**config.mk**
```make
export PLATFORM = sky130hd
export DESIGN_NAME = fpu_noncomp_top
export DESIGN_NICKNAME = d
export VERILOG_FILES = /design/src/design/fpu_data_pkg.sv /design/src/design/fpu_isa_pkg.sv /design/src/design/fpu_decode.sv /design/src/design/fpu_execute.sv /design/src/design/fpu_noncomp_top.sv /design/src/design/fpu_result.sv
export VERILOG_INCLUDE_DIRS = /design/src /design/src/design
export SDC_FILE = /design/constraint.sdc
export NUM_CORES = 1
export LEC_CHECK = 0
export BUFFER_PORTS_ARGS = -buffer_cell sky130_fd_sc_hd__buf_4
export CORE_MARGIN = 3
export CORE_UTILIZATION = 53
export CTS_CLUSTER_DIAMETER = 80
export CTS_CLUSTER_SIZE = 25
export DETAILED_ROUTE_END_ITERATION = 7
export PLACE_DENSITY = 0.84
export SLEW_MARGIN = 20
export SYNTH_ARGS = -nofsm -noshare
export SYNTH_HDL_FRONTEND = slang
export SYNTH_SLANG_ARGS = --single-unit
```
**constraint.sdc**
```tcl
create_clock -name clk_i -period 19.7 [get_ports clk_i]
set_clock_uncertainty 0.05 [all_clocks]
set_input_delay 1.97 -clock clk_i [delete_from_list [all_inputs] [get_ports clk_i]]
set_output_delay 1.97 -clock clk_i [all_outputs]
set_load 0.01 [all_outputs]
```
**src/design/fpu_consts.svh**
```systemverilog
/*
 * FPU non-computational unit constants
 * register widths and canonical NaN patterns
 */
`ifndef FPU_CONSTS_SVH
`define FPU_CONSTS_SVH

// --------------------
// widths
// --------------------
`define FPU_XLEN   64     // register data width
`define FPU_REG_W  5      // register index width
`define FPU_PC_W   40     // pc width

// --------------------
// canonical NaNs
// --------------------
`define FPU_QNAN32 32'h7fc0_0000             // single precision qnan
`define FPU_QNAN64 64'h7ff8_0000_0000_0000   // double precision qnan

`endif

```
**src/design/fpu_data_pkg.sv**
```systemverilog
/*
 * FPU data-side types
 * operand views, exception flags and writeback structs
 */
`default_nettype none

`include "fpu_consts.svh"

package fpu_data_pkg;

   // --------------------
   // operand word
   // --------------------
   typedef struct packed {
      logic        sign;
      logic [10:0] exp;
      logic [51:0] man;
   } fp64_t;

   typedef struct packed {
      logic [31:0] box;     // all ones when properly boxed
      logic        sign;
      logic [7:0]  exp;
      logic [22:0] man;
   } fp32_boxed_t;

   // one 64-bit register word, two readings
   typedef union packed {
      fp64_t       d;       // double view
      fp32_boxed_t s;       // single view with box bits
   } fpu_operand_u;

   // accrued exception bits, fflags order
   typedef struct packed {
      logic nv;   // invalid
      logic dz;   // divide by zero
      logic of;   // overflow
      logic uf;   // underflow
      logic nx;   // inexact
   } fpu_flags_t;

   // --------------------
   // writebacks
   // --------------------
   typedef struct packed {
      logic                  valid;
      logic [`FPU_REG_W-1:0] rd;
      logic [`FPU_PC_W-1:0]  pc;
      logic [`FPU_XLEN-1:0]  result;
      fpu_flags_t            flags;
   } fpu_wb_fp_t;

   typedef struct packed {
      logic                  valid;
      logic [`FPU_REG_W-1:0] rd;
      logic [`FPU_PC_W-1:0]  pc;
      logic [`FPU_XLEN-1:0]  result;
      fpu_flags_t            flags;
   } fpu_wb_int_t;

endpackage

`default_nettype wire

```
**src/design/fpu_isa_pkg.sv**
```systemverilog
/*
 * FPU instruction-side types
 * operation kinds, formats, issued and decoded instruction
 */
`default_nettype none

`include "fpu_consts.svh"

package fpu_isa_pkg;

   // --------------------
   // operations
   // --------------------
   typedef enum logic [3:0] {
      NONE,
      FSGNJ,
      FSGNJN,
      FSGNJX,
      FMIN,
      FMAX,
      FEQ,
      FLT,
      FLE,
      FCLASS,
      FMV_X2F,     // integer to fp register
      FMV_F2X      // fp register to integer
   } fpu_op_e;

   typedef enum logic {
      FP32 = 1'b0,
      FP64 = 1'b1
   } fpu_fmt_e;

   // what the issue stage hands over
   typedef struct packed {
      logic                  valid;
      logic                  unit_fpu;    // instruction targets this unit
      fpu_op_e               op;
      fpu_fmt_e              fmt;
      logic [`FPU_REG_W-1:0] rd;
      logic [`FPU_PC_W-1:0]  pc;
      logic [`FPU_XLEN-1:0]  data_rs1;
      logic [`FPU_XLEN-1:0]  data_rs2;
   } fpu_issue_t;

   // issue register contents
   typedef struct packed {
      logic                       valid;
      fpu_op_e                    op;
      fpu_fmt_e                   fmt;
      logic [`FPU_REG_W-1:0]      rd;
      logic [`FPU_PC_W-1:0]       pc;
      fpu_data_pkg::fpu_operand_u rs1;
      fpu_data_pkg::fpu_operand_u rs2;
      logic                       int_dst;   // result goes to integer regfile
   } fpu_dec_t;

endpackage

`default_nettype wire

```
**src/design/fpu_decode.sv**
```systemverilog
/*
 * FPU decode stage
 * accepts FPU instructions, unboxes FP32 operands and
 * holds them in the issue register
 */
`default_nettype none

`include "fpu_consts.svh"

module fpu_decode (
   input  logic                  clk_i,
   input  logic                  rstn_i,
   input  logic                  kill_i,
   input  logic                  hold_i,
   input  fpu_isa_pkg::fpu_issue_t issue_i,
   output fpu_isa_pkg::fpu_dec_t   dec_o
);

   import fpu_isa_pkg::*;
   import fpu_data_pkg::*;

   logic     accept;
   fpu_dec_t dec_d;
   fpu_dec_t dec_q;     // payload, no reset
   logic     dec_vld_q;

   // bad box bits read as canonical qnan
   function automatic fpu_operand_u unbox(fpu_operand_u v, fpu_fmt_e fmt);
      fpu_operand_u r;
      r = v;
      if (fmt == FP32 && v.s.box != '1) begin
         r = {{32{1'b1}}, `FPU_QNAN32};
      end
      return r;
   endfunction

   // --------------------
   // acceptance
   // --------------------
   assign accept = issue_i.valid & issue_i.unit_fpu & ~hold_i & ~kill_i;

   always_comb begin
      dec_d.valid = accept;
      dec_d.op    = issue_i.op;
      dec_d.fmt   = issue_i.fmt;
      dec_d.rd    = issue_i.rd;
      dec_d.pc    = issue_i.pc;
      // rs1 of fmv.x2f is integer data, never unboxed
      if (issue_i.op == FMV_X2F) begin
         dec_d.rs1 = issue_i.data_rs1;
      end else begin
         dec_d.rs1 = unbox(issue_i.data_rs1, issue_i.fmt);
      end
      dec_d.rs2     = unbox(issue_i.data_rs2, issue_i.fmt);
      dec_d.int_dst = issue_i.op inside {FEQ, FLT, FLE, FCLASS, FMV_F2X};
   end

   // --------------------
   // issue register
   // --------------------
   always_ff @(posedge clk_i, negedge rstn_i) begin
      if (~rstn_i) begin
         dec_vld_q <= 1'b0;
      end else if (kill_i) begin
         dec_vld_q <= 1'b0;         // flush wins over hold
      end else if (~hold_i) begin
         dec_vld_q <= accept;
      end
   end

   always_ff @(posedge clk_i) begin
      if (accept) begin
         dec_q <= dec_d;            // only load on a real instruction
      end
   end

   always_comb begin
      dec_o       = dec_q;
      dec_o.valid = dec_vld_q;
   end

endmodule

`default_nettype wire

```
**src/design/fpu_execute.sv**
```systemverilog
/*
 * FPU execute stage, combinational
 * sign injection, min/max, compares, classify and moves
 */
`default_nettype none

`include "fpu_consts.svh"

module fpu_execute (
   input  fpu_isa_pkg::fpu_dec_t     dec_i,
   output fpu_data_pkg::fpu_wb_fp_t  fp_o,
   output fpu_data_pkg::fpu_wb_int_t int_o
);

   import fpu_isa_pkg::*;
   import fpu_data_pkg::*;

   typedef struct packed {
      logic sign;
      logic zero;
      logic sub;
      logic norm;
      logic inf;
      logic snan;
      logic qnan;
   } fp_class_t;

   fp_class_t            ca, cb;          // rs1 / rs2 classes
   logic [62:0]          mag_a, mag_b;    // exponent and mantissa
   logic                 mag_lt, mag_eq;
   logic                 lt_ord, eq_ord;
   logic                 both_zero, a_nan, b_nan, any_nan, any_snan;
   logic                 sgn;
   logic [9:0]           cls_mask;
   logic [`FPU_XLEN-1:0] qnan_fmt;
   logic [`FPU_XLEN-1:0] res;
   fpu_flags_t           flags;

   function automatic fp_class_t classify(fpu_operand_u v, fpu_fmt_e fmt);
      fp_class_t c;
      logic      exp_ones, exp_zero, man_zero, quiet;
      if (fmt == FP64) begin
         c.sign   = v.d.sign;
         exp_ones = &v.d.exp;
         exp_zero = ~|v.d.exp;
         man_zero = ~|v.d.man;
         quiet    = v.d.man[51];
      end else begin
         c.sign   = v.s.sign;
         exp_ones = &v.s.exp;
         exp_zero = ~|v.s.exp;
         man_zero = ~|v.s.man;
         quiet    = v.s.man[22];
      end
      c.zero = exp_zero & man_zero;
      c.sub  = exp_zero & ~man_zero;
      c.norm = ~exp_zero & ~exp_ones;
      c.inf  = exp_ones & man_zero;
      c.snan = exp_ones & ~man_zero & ~quiet;
      c.qnan = exp_ones & quiet;
      return c;
   endfunction

   // --------------------
   // operand analysis
   // --------------------
   assign ca = classify(dec_i.rs1, dec_i.fmt);
   assign cb = classify(dec_i.rs2, dec_i.fmt);

   assign mag_a = (dec_i.fmt == FP64) ? {dec_i.rs1.d.exp, dec_i.rs1.d.man}
                                      : {32'b0, dec_i.rs1.s.exp, dec_i.rs1.s.man};
   assign mag_b = (dec_i.fmt == FP64) ? {dec_i.rs2.d.exp, dec_i.rs2.d.man}
                                      : {32'b0, dec_i.rs2.s.exp, dec_i.rs2.s.man};

   // one magnitude compare shared by min/max and compares
   assign mag_lt = mag_a < mag_b;
   assign mag_eq = mag_a == mag_b;

   // signed ordering, -0 below +0
   assign lt_ord    = (ca.sign != cb.sign) ? ca.sign
                                           : (ca.sign ? (~mag_lt & ~mag_eq) : mag_lt);
   assign both_zero = ca.zero & cb.zero;
   assign eq_ord    = ((ca.sign == cb.sign) & mag_eq) | both_zero;   // +0 == -0

   assign a_nan    = ca.snan | ca.qnan;
   assign b_nan    = cb.snan | cb.qnan;
   assign any_nan  = a_nan | b_nan;
   assign any_snan = ca.snan | cb.snan;

   assign qnan_fmt = (dec_i.fmt == FP64) ? `FPU_QNAN64 : {{32{1'b1}}, `FPU_QNAN32};

   // riscv fclass bit order
   assign cls_mask = {ca.qnan, ca.snan,
                      ~ca.sign & ca.inf, ~ca.sign & ca.norm,
                      ~ca.sign & ca.sub, ~ca.sign & ca.zero,
                      ca.sign & ca.zero, ca.sign & ca.sub,
                      ca.sign & ca.norm, ca.sign & ca.inf};

   // --------------------
   // result select
   // --------------------
   always_comb begin
      res   = '0;
      flags = '0;
      case (dec_i.op)
         FSGNJ:  sgn = cb.sign;
         FSGNJN: sgn = ~cb.sign;
         default: sgn = ca.sign ^ cb.sign;   // fsgnjx
      endcase
      case (dec_i.op)
         FSGNJ, FSGNJN, FSGNJX: begin
            if (dec_i.fmt == FP64) begin
               res = {sgn, dec_i.rs1.d.exp, dec_i.rs1.d.man};
            end else begin
               res = {{32{1'b1}}, sgn, dec_i.rs1.s.exp, dec_i.rs1.s.man};
            end
         end
         FMIN, FMAX: begin
            flags.nv = any_snan;
            if (a_nan & b_nan)                       res = qnan_fmt;
            else if (a_nan)                          res = dec_i.rs2;  // other input wins
            else if (b_nan)                          res = dec_i.rs1;
            else if ((dec_i.op == FMIN) == lt_ord)   res = dec_i.rs1;
            else                                     res = dec_i.rs2;
         end
         FEQ: begin
            flags.nv = any_snan;           // quiet compare
            res[0]   = ~any_nan & eq_ord;
         end
         FLT: begin
            flags.nv = any_nan;            // signaling compare
            res[0]   = ~any_nan & lt_ord & ~both_zero;
         end
         FLE: begin
            flags.nv = any_nan;
            res[0]   = ~any_nan & (lt_ord | eq_ord);
         end
         FCLASS: res[9:0] = cls_mask;
         FMV_F2X: begin
            if (dec_i.fmt == FP64) res = dec_i.rs1;
            else                   res = {{32{dec_i.rs1[31]}}, dec_i.rs1[31:0]};  // sign extend
         end
         FMV_X2F: begin
            if (dec_i.fmt == FP64) res = dec_i.rs1;
            else                   res = {{32{1'b1}}, dec_i.rs1[31:0]};           // nan box
         end
         default: res = '0;
      endcase
   end

   // destination class picks the live output
   assign fp_o.valid   = dec_i.valid & ~dec_i.int_dst;
   assign fp_o.rd      = dec_i.rd;
   assign fp_o.pc      = dec_i.pc;
   assign fp_o.result  = res;
   assign fp_o.flags   = flags;

   assign int_o.valid  = dec_i.valid & dec_i.int_dst;
   assign int_o.rd     = dec_i.rd;
   assign int_o.pc     = dec_i.pc;
   assign int_o.result = res;
   assign int_o.flags  = flags;

endmodule

`default_nettype wire

```
**src/design/fpu_noncomp_top.sv**
```systemverilog
/*
 * FPU non-computational unit
 * decode, execute and result stages, two-cycle latency
 */
`default_nettype none

module fpu_noncomp_top (
   input  logic                      clk_i,
   input  logic                      rstn_i,
   input  logic                      kill_i,
   input  logic                      wb_ready_i,
   input  fpu_isa_pkg::fpu_issue_t   issue_i,
   output logic                      stall_o,
   output fpu_data_pkg::fpu_wb_fp_t  wb_fp_o,
   output fpu_data_pkg::fpu_wb_int_t wb_int_o
);

   import fpu_isa_pkg::*;
   import fpu_data_pkg::*;

   fpu_dec_t    dec;        // issue register
   fpu_wb_fp_t  exe_fp;     // combinational results
   fpu_wb_int_t exe_int;
   logic        hold;       // back-pressure from the output register

   fpu_decode u_decode (
      .clk_i   (clk_i),
      .rstn_i  (rstn_i),
      .kill_i  (kill_i),
      .hold_i  (hold),
      .issue_i (issue_i),
      .dec_o   (dec)
   );

   fpu_execute u_execute (
      .dec_i (dec),
      .fp_o  (exe_fp),
      .int_o (exe_int)
   );

   fpu_result u_result (
      .clk_i      (clk_i),
      .rstn_i     (rstn_i),
      .kill_i     (kill_i),
      .wb_ready_i (wb_ready_i),
      .fp_i       (exe_fp),
      .int_i      (exe_int),
      .hold_o     (hold),
      .wb_fp_o    (wb_fp_o),
      .wb_int_o   (wb_int_o)
   );

   assign stall_o = hold;   // issue sees the same hold as decode

endmodule

`default_nettype wire

```
**src/design/fpu_result.sv**
```systemverilog
/*
 * FPU result stage
 * output register for both writebacks, back-pressure and kill
 */
`default_nettype none

module fpu_result (
   input  logic                      clk_i,
   input  logic                      rstn_i,
   input  logic                      kill_i,
   input  logic                      wb_ready_i,
   input  fpu_data_pkg::fpu_wb_fp_t  fp_i,
   input  fpu_data_pkg::fpu_wb_int_t int_i,
   output logic                      hold_o,
   output fpu_data_pkg::fpu_wb_fp_t  wb_fp_o,
   output fpu_data_pkg::fpu_wb_int_t wb_int_o
);

   import fpu_data_pkg::*;

   fpu_wb_fp_t  fp_q;       // payload registers
   fpu_wb_int_t int_q;
   logic        fp_vld_q;
   logic        int_vld_q;

   // stuck while a result waits for the consumer
   assign hold_o = (fp_vld_q | int_vld_q) & ~wb_ready_i;

   // --------------------
   // valid bits
   // --------------------
   always_ff @(posedge clk_i, negedge rstn_i) begin
      if (~rstn_i) begin
         fp_vld_q  <= 1'b0;
         int_vld_q <= 1'b0;
      end else if (kill_i) begin
         fp_vld_q  <= 1'b0;   // drop whatever is pending
         int_vld_q <= 1'b0;
      end else if (~hold_o) begin
         fp_vld_q  <= fp_i.valid;
         int_vld_q <= int_i.valid;
      end
   end

   always_ff @(posedge clk_i) begin
      if (~hold_o) begin
         fp_q  <= fp_i;
         int_q <= int_i;
      end
   end

   // --------------------
   // outputs
   // --------------------
   always_comb begin
      wb_fp_o        = fp_q;
      wb_fp_o.valid  = fp_vld_q;
      wb_int_o       = int_q;
      wb_int_o.valid = int_vld_q;
   end

endmodule

`default_nettype wire

```
Yosys cells after proc, flatten, opt, wreduce, memory -nomap -nowiden
Cells that the tools add are included.
{"block": "classes", "magnitude_cmp": 1, "eq_ne": 24, "mux": 35, "bitwise_logic": 58, "n_reduce_logical": 27}
{"op": "64-bit two-way mux", "n": 10}
{"op": "54-bit one-hot mux with 4 select lines", "n": 1}
{"op": "63-bit two-way mux", "n": 2}
{"op": "52-bit OR reduction", "n": 2}
{"op": "32-bit != test (second input constant)", "n": 2}
{"op": "63-bit == test", "n": 1}
{"op": "63-bit < comparator", "n": 1}
{"op": "23-bit OR reduction", "n": 2}
{"op": "9-bit one-hot mux with 5 select lines", "n": 1}
{"op": "1-bit AND", "n": 33}
{"op": "4-bit == test (second input constant)", "n": 8}
{"op": "4-bit by 3-bit == test with 1-bit output (second input constant)", "n": 6}
{"op": "11-bit AND reduction", "n": 2}
{"op": "11-bit OR reduction", "n": 2}
{"op": "1-bit two-way mux", "n": 18}
{"op": "1-bit NOT", "n": 17}
{"op": "8-bit AND reduction", "n": 2}
{"op": "8-bit OR reduction", "n": 2}
{"op": "4-bit by 2-bit == test with 1-bit output (second input constant)", "n": 2}
{"op": "1-bit zero test", "n": 8}
{"op": "1-bit one-hot mux with 8 select lines", "n": 1}
{"op": "1-bit bitwise OR", "n": 7}
{"op": "3-bit OR reduction", "n": 2}
{"op": "5-bit nonzero test", "n": 1}
{"op": "other kinds (8)", "n": 12}
{"block": "word_totals", "register_bits": 292, "output_inout_bits": 231, "elab_cells": 159}

Depth between registers and ports, before layout
{"block": "logic_depth", "depth_word": 12, "depth_mapped": 17}

Modules after synthesis
A second synthesis with hierarchy kept.
{"block": "hier_totals", "cells_unflattened": 1368, "hier_area_um2": 18592.8}
{"module": "fpu_result", "n_inst": 1, "cells_per_inst": 242, "area_each_um2": 6970.4, "seq_area_each_um2": 6896.6}
{"module": "fpu_decode", "n_inst": 1, "cells_per_inst": 351, "area_each_um2": 6542.5, "seq_area_each_um2": 5400.2}
{"module": "fpu_execute", "n_inst": 1, "cells_per_inst": 775, "area_each_um2": 5079.9, "seq_area_each_um2": 0.0}

Worst setup path after synthesis
No wires, ideal clock.
{"block": "synth_path", "kind": "input port to flip-flop", "from": "input port wb_ready_i", "to": "register u_decode.dec_q, in the netlist u_decode.dec_o[0], enable pin", "setup_ns": 0.940, "arrival_ns": 16.005, "required_ns": 18.710, "path_slack_ns": 2.705, "path_stages": 3, "cell_sequence": "or2_2 -> inv_1 -> nor3_1"}
{"block": "synth_between", "elab_chain_cells": 5}
{"item": "from (decl)", "line": "fpu_noncomp_top.sv:11", "text": "input logic wb_ready_i,"}
{"item": "1-bit NOT", "line": "fpu_result.sv:27", "text": "assign hold_o = (fp_vld_q | int_vld_q) & ~wb_ready_i;"}
{"item": "1-bit AND", "line": "fpu_result.sv:27"}
{"item": "named net stall_o", "line": "fpu_noncomp_top.sv:13", "text": "output logic stall_o,"}
{"item": "1-bit NOT"}
{"item": "1-bit AND (2 in a row)", "line": "fpu_decode.sv:40", "text": "assign accept = issue_i.valid & issue_i.unit_fpu & ~hold_i & ~kill_i;"}
{"item": "named net u_decode.accept", "line": "fpu_decode.sv:22", "text": "logic accept;"}
{"item": "to (signal assigned)", "line": "fpu_decode.sv:73", "text": "dec_q <= dec_d;"}
{"item": "to (decl)", "line": "fpu_decode.sv:24", "text": "fpu_dec_t dec_q;"}
The timed path passes the listed nets, and every way through them passes these cells.
A chain may end at the register's enable or synchronous reset.

==> results.md <==
- Reg2reg setup slack: 14.56 ns
- DRT Wirelength: 41.4 mm
- Clk_lat worst skew: 0.51 ns
- Crit path max-delay family: simple AND/OR/NAND/NOR gates
- Leading area contributor after synthesis: edfxtp_1
- Synth Warn #: 0
- Endpoints failing hold: 0
- Final std cells w/o fill: 1925
- Worst-path clk slew: 0.09 ns
- Total number of H-tree levels: 1
- Leak: 7.44 nW
- Antenna violations before repair: 0
- Post-CTS Repair Setup Buffers: 0
- Top_reg_cell synth: edfxtp_1
- Dpl hpwl: 31.3 mm
- Power Density: 69.7 mW/mm^2
- Core area: 0.0273 mm^2
- Final GP Congestion: 0.928
- Gate Count Post-Synth: 1272
- I/O pin cnt: 415
- Final Slew Violations: 0
- Sw Pwr: 0.292 mW
- Vias per Instance: 5.73
- DP Cell Count: 1901
- Pwr Total: 1.25 mW
- Sequential cell area fraction in the yosys report: 0.587
- Vias in the first global route: 10800
- Post-synth EDFFs: 289
- Initial Util: 0.546
- Maxcap violations: 0
- Worst Path Max Fanout: 74
- Die Span Y: 174 um
- Max Root-Sink Buffers: 3
- Hold Startpoint: u_decode.dec_o[170]
- CTS tree: built
- First-pass GRT wire length: 62.0 mm
- Nets: 1794
- Die X: 174 um
- Pint: 0.963 mW
- CP Buf/Inv Count: 1
- Hold Path Stages: 0
- # rows: 60
- Yosys reg bits: 292
- CTS buffer count: 16
- Final worst-path cycle share: 0.261
- Layout cell share with drive strength beyond 1: 0.347
- Fillers: 2065
- Reg-to-reg critical path endpoint: u_result.wb_fp_o[14]
- Setup violators final: 0
- Setup TNS: 0 ns
- Comb pwr share: 0.124
- CP max stage cell: a211o_1
- Worst setup path category: flop to flop
- Grt total ovfl: 0
- CP Data Required Time: 19.90 ns
- CP Launch Type: flop
- Switching Share: 0.232
- Max_slew headroom: 0.268
- Largest stage delay on the critical path: 0.68 ns
- Status: complete, no violations
- Area share of the leading cell type in the synthesized netlist: 0.582
- DR DRC count: 0
- Routed Antenna Nets: 0
- Cts hold-fix bufs: 0
- Clock network fraction of total power: 0.294
- Post-Syn Area: 0.0149 mm^2
- Yosys cell types: 69
- Min cycle time layout: 5.14 ns
- Tot GR Track Use: 0.260
- Routed wire per std cell: 21.5 um
- Largest net degree at the start of global routing: 180
- Worst r2r src: u_decode.dec_o[174]
- Hold WC Path Type: flop to flop
- CTS root buffer: clkbuf_16
- Average size of a mapped cell: 11.7 um^2
- Async set or reset register ratio after synthesis: 0.0103
- Reg2reg path depth: 12
- Area Overhead vs Synth: 20.7%
- ANT cells: 0
- Die area: 0.0302 mm^2
- Vias: 11000
- Number of DRC markers in iteration 0: 942
- Top cells by area, synth: edfxtp_1, buf_4, ha_1, nand2_1, or2_2
- Max VDD drop: 41.4 uV
- Fmax: 0.194 GHz
- CTS Sinks: 292
- RSZ-0062 raised after global routing: false
- CP Cell Sequence: buf_4 -> nand2_1 -> ha_1 -> and4_1 -> nor4bb_1 -> and3_1 -> o211a_1 -> nor4_4 -> nor3_2 -> mux2_4 -> a211o_1 -> a221o_1
- Port Buffer Count: 406
- CP Capture Type: flop
- Worst Max-Slew Pin Slew: 1.10 ns
- Worst hold endpoint: u_result.wb_fp_o[110]
- DRT Pass-1 Iters: 6
- Cts repair resizes: 0
- Arrival @ worst endpoint: 5.34 ns
- Final core occ: 0.659
- Power share of the sequential group: 0.581
layout by cell type, fill, tap and decap left out, types with 5 or more instances in the layout:
cell and instances:
conb_1 8, a2bb2oi_1 15, o22ai_1 6, edfxtp_1 289, and2_1 35, and3_1 5, a221o_1 12, or2_2 84
ha_1 63, a21oi_1 49, o2bb2ai_1 8, nor3_1 16, nand2_1 153, a22o_1 16, inv_1 40, nor2_1 61
o21ai_0 19, buf_4 415, nand4_1 46, clkbuf_16 17, a211o_1 12, nor2b_1 48, nor4_1 32, nand3_1 16
worst register-to-register path, cell delays in order (launching register included):
cell and delay, ns:
edfxtp_1 0.48, buf_4 0.58, nand2_1 0.15, ha_1 0.35, and4_1 0.22, nor4bb_1 0.45
and3_1 0.34, o211a_1 0.23, nor4_4 0.06, nor3_2 0.45, mux2_4 0.37, a211o_1 0.68
a221o_1 0.47
sequential cells by signal, indices dropped and copies added, names as in the netlist:
signal and cells:
u_decode.dec_o 179, u_decode.dec_vld_q 1, u_result.fp_vld_q 1, u_result.int_vld_q 1
u_result.wb_fp_o 110
cell families (layout without fill, tap and decap cells):
kind of cell,Yosys count,after routing,synth area share
compound gates,180,180,0.0874
xor+xnor,2,2,0.00117
fa+ha+maj,63,63,0.0528
buf+inv,207,481,0.0831
flops,292,292,0.587
mux,4,4,0.00310
other cells,1,8,0.000251
simple gates,523,523,0.185
how the worst max path moves through the flow:
stage | slack (ns) | start | cells after the start | to
2_1_floorplan | 2.71 | wb_ready_i | 3 | u_decode.dec_o[0]
3_3_place_gp | 14.70 | wb_ready_i | 4 | stall_o
3_5_place_dp | 14.66 | wb_ready_i | 4 | stall_o
4_1_cts | 14.65 | wb_ready_i | 4 | stall_o
5_1_grt | 14.33 | u_decode.dec_o[174] | 12 | u_result.wb_fp_o[14]
6_report | 14.56 | u_decode.dec_o[174] | 12 | u_result.wb_fp_o[14]
routing by layer:
metal / track usage / part of all wire / up-vias
met5: 0 / 0 / -
met4: 0.0653 / 0.024 / 0
met3: 0.0368 / 0.076 / 71
met2: 0.463 / 0.51 / 588
met1: 0.336 / 0.39 / 5291
li1: - / - / 5075
synthesized netlist by cell type, drive strengths merged, types with 3 or more instances:
cell,count
or4,3
nor2,62
nor4,34
o21ai,21
nand2b,3
nor2b,48
a21oi,52
a2bb2oi,15
and2,35
buf,132
inv,40
a221o,12
nand2,153
or3,3
dfrtp,3
edfxtp,289
o2bb2ai,8
o31a,3
or2,85
nand3,16
a22o,16
ha,63
nand3b,3
o21a,4
o22ai,6
a221oi,3
o221ai,3
a21o,3
a31oi,3
clkbuf,34
o211ai,4
and3,5
nand4,47
nor3,18
a211o,12
metrics by stage:
stage | hold slack (ns) | setup WS [ns] | cell area [um^2]
CTS | 0.375 | 14.65 | 18000
finish | 0.375 | 14.56 | 18000
detailed placement | 0.355 | 14.66 | 17500
floorplan | 0.350 | 2.71 | 14900
global route | 0.380 | 14.33 | 18000
global placement | 0.351 | 14.70 | 17500
power by group through the flow:
stage / combinational, mW / sequential [mW] / clock (mW)
after floorplan: 0.0804 / 0.746 / 0
after global placement: 0.151 / 0.743 / 0
after detailed placement: 0.155 / 0.743 / 0
after CTS: 0.156 / 0.729 / 0.377
after global routing: 0.167 / 0.732 / 0.395
final: 0.156 / 0.730 / 0.369
area by class of cell:
cell class	instances	area [um^2]	share of cell area
Multi-Input combinational cell	780	4990	0.277
Clock buffer	18	429	0.0238
Tap cell	372	465	0.0259
Sequential cell	292	8750	0.486
Clock inverter	6	68.8	0.00382
Timing Repair Buffer	416	3140	0.174
Inverter	41	154	0.00855
(Power assumes the default switching activity.)
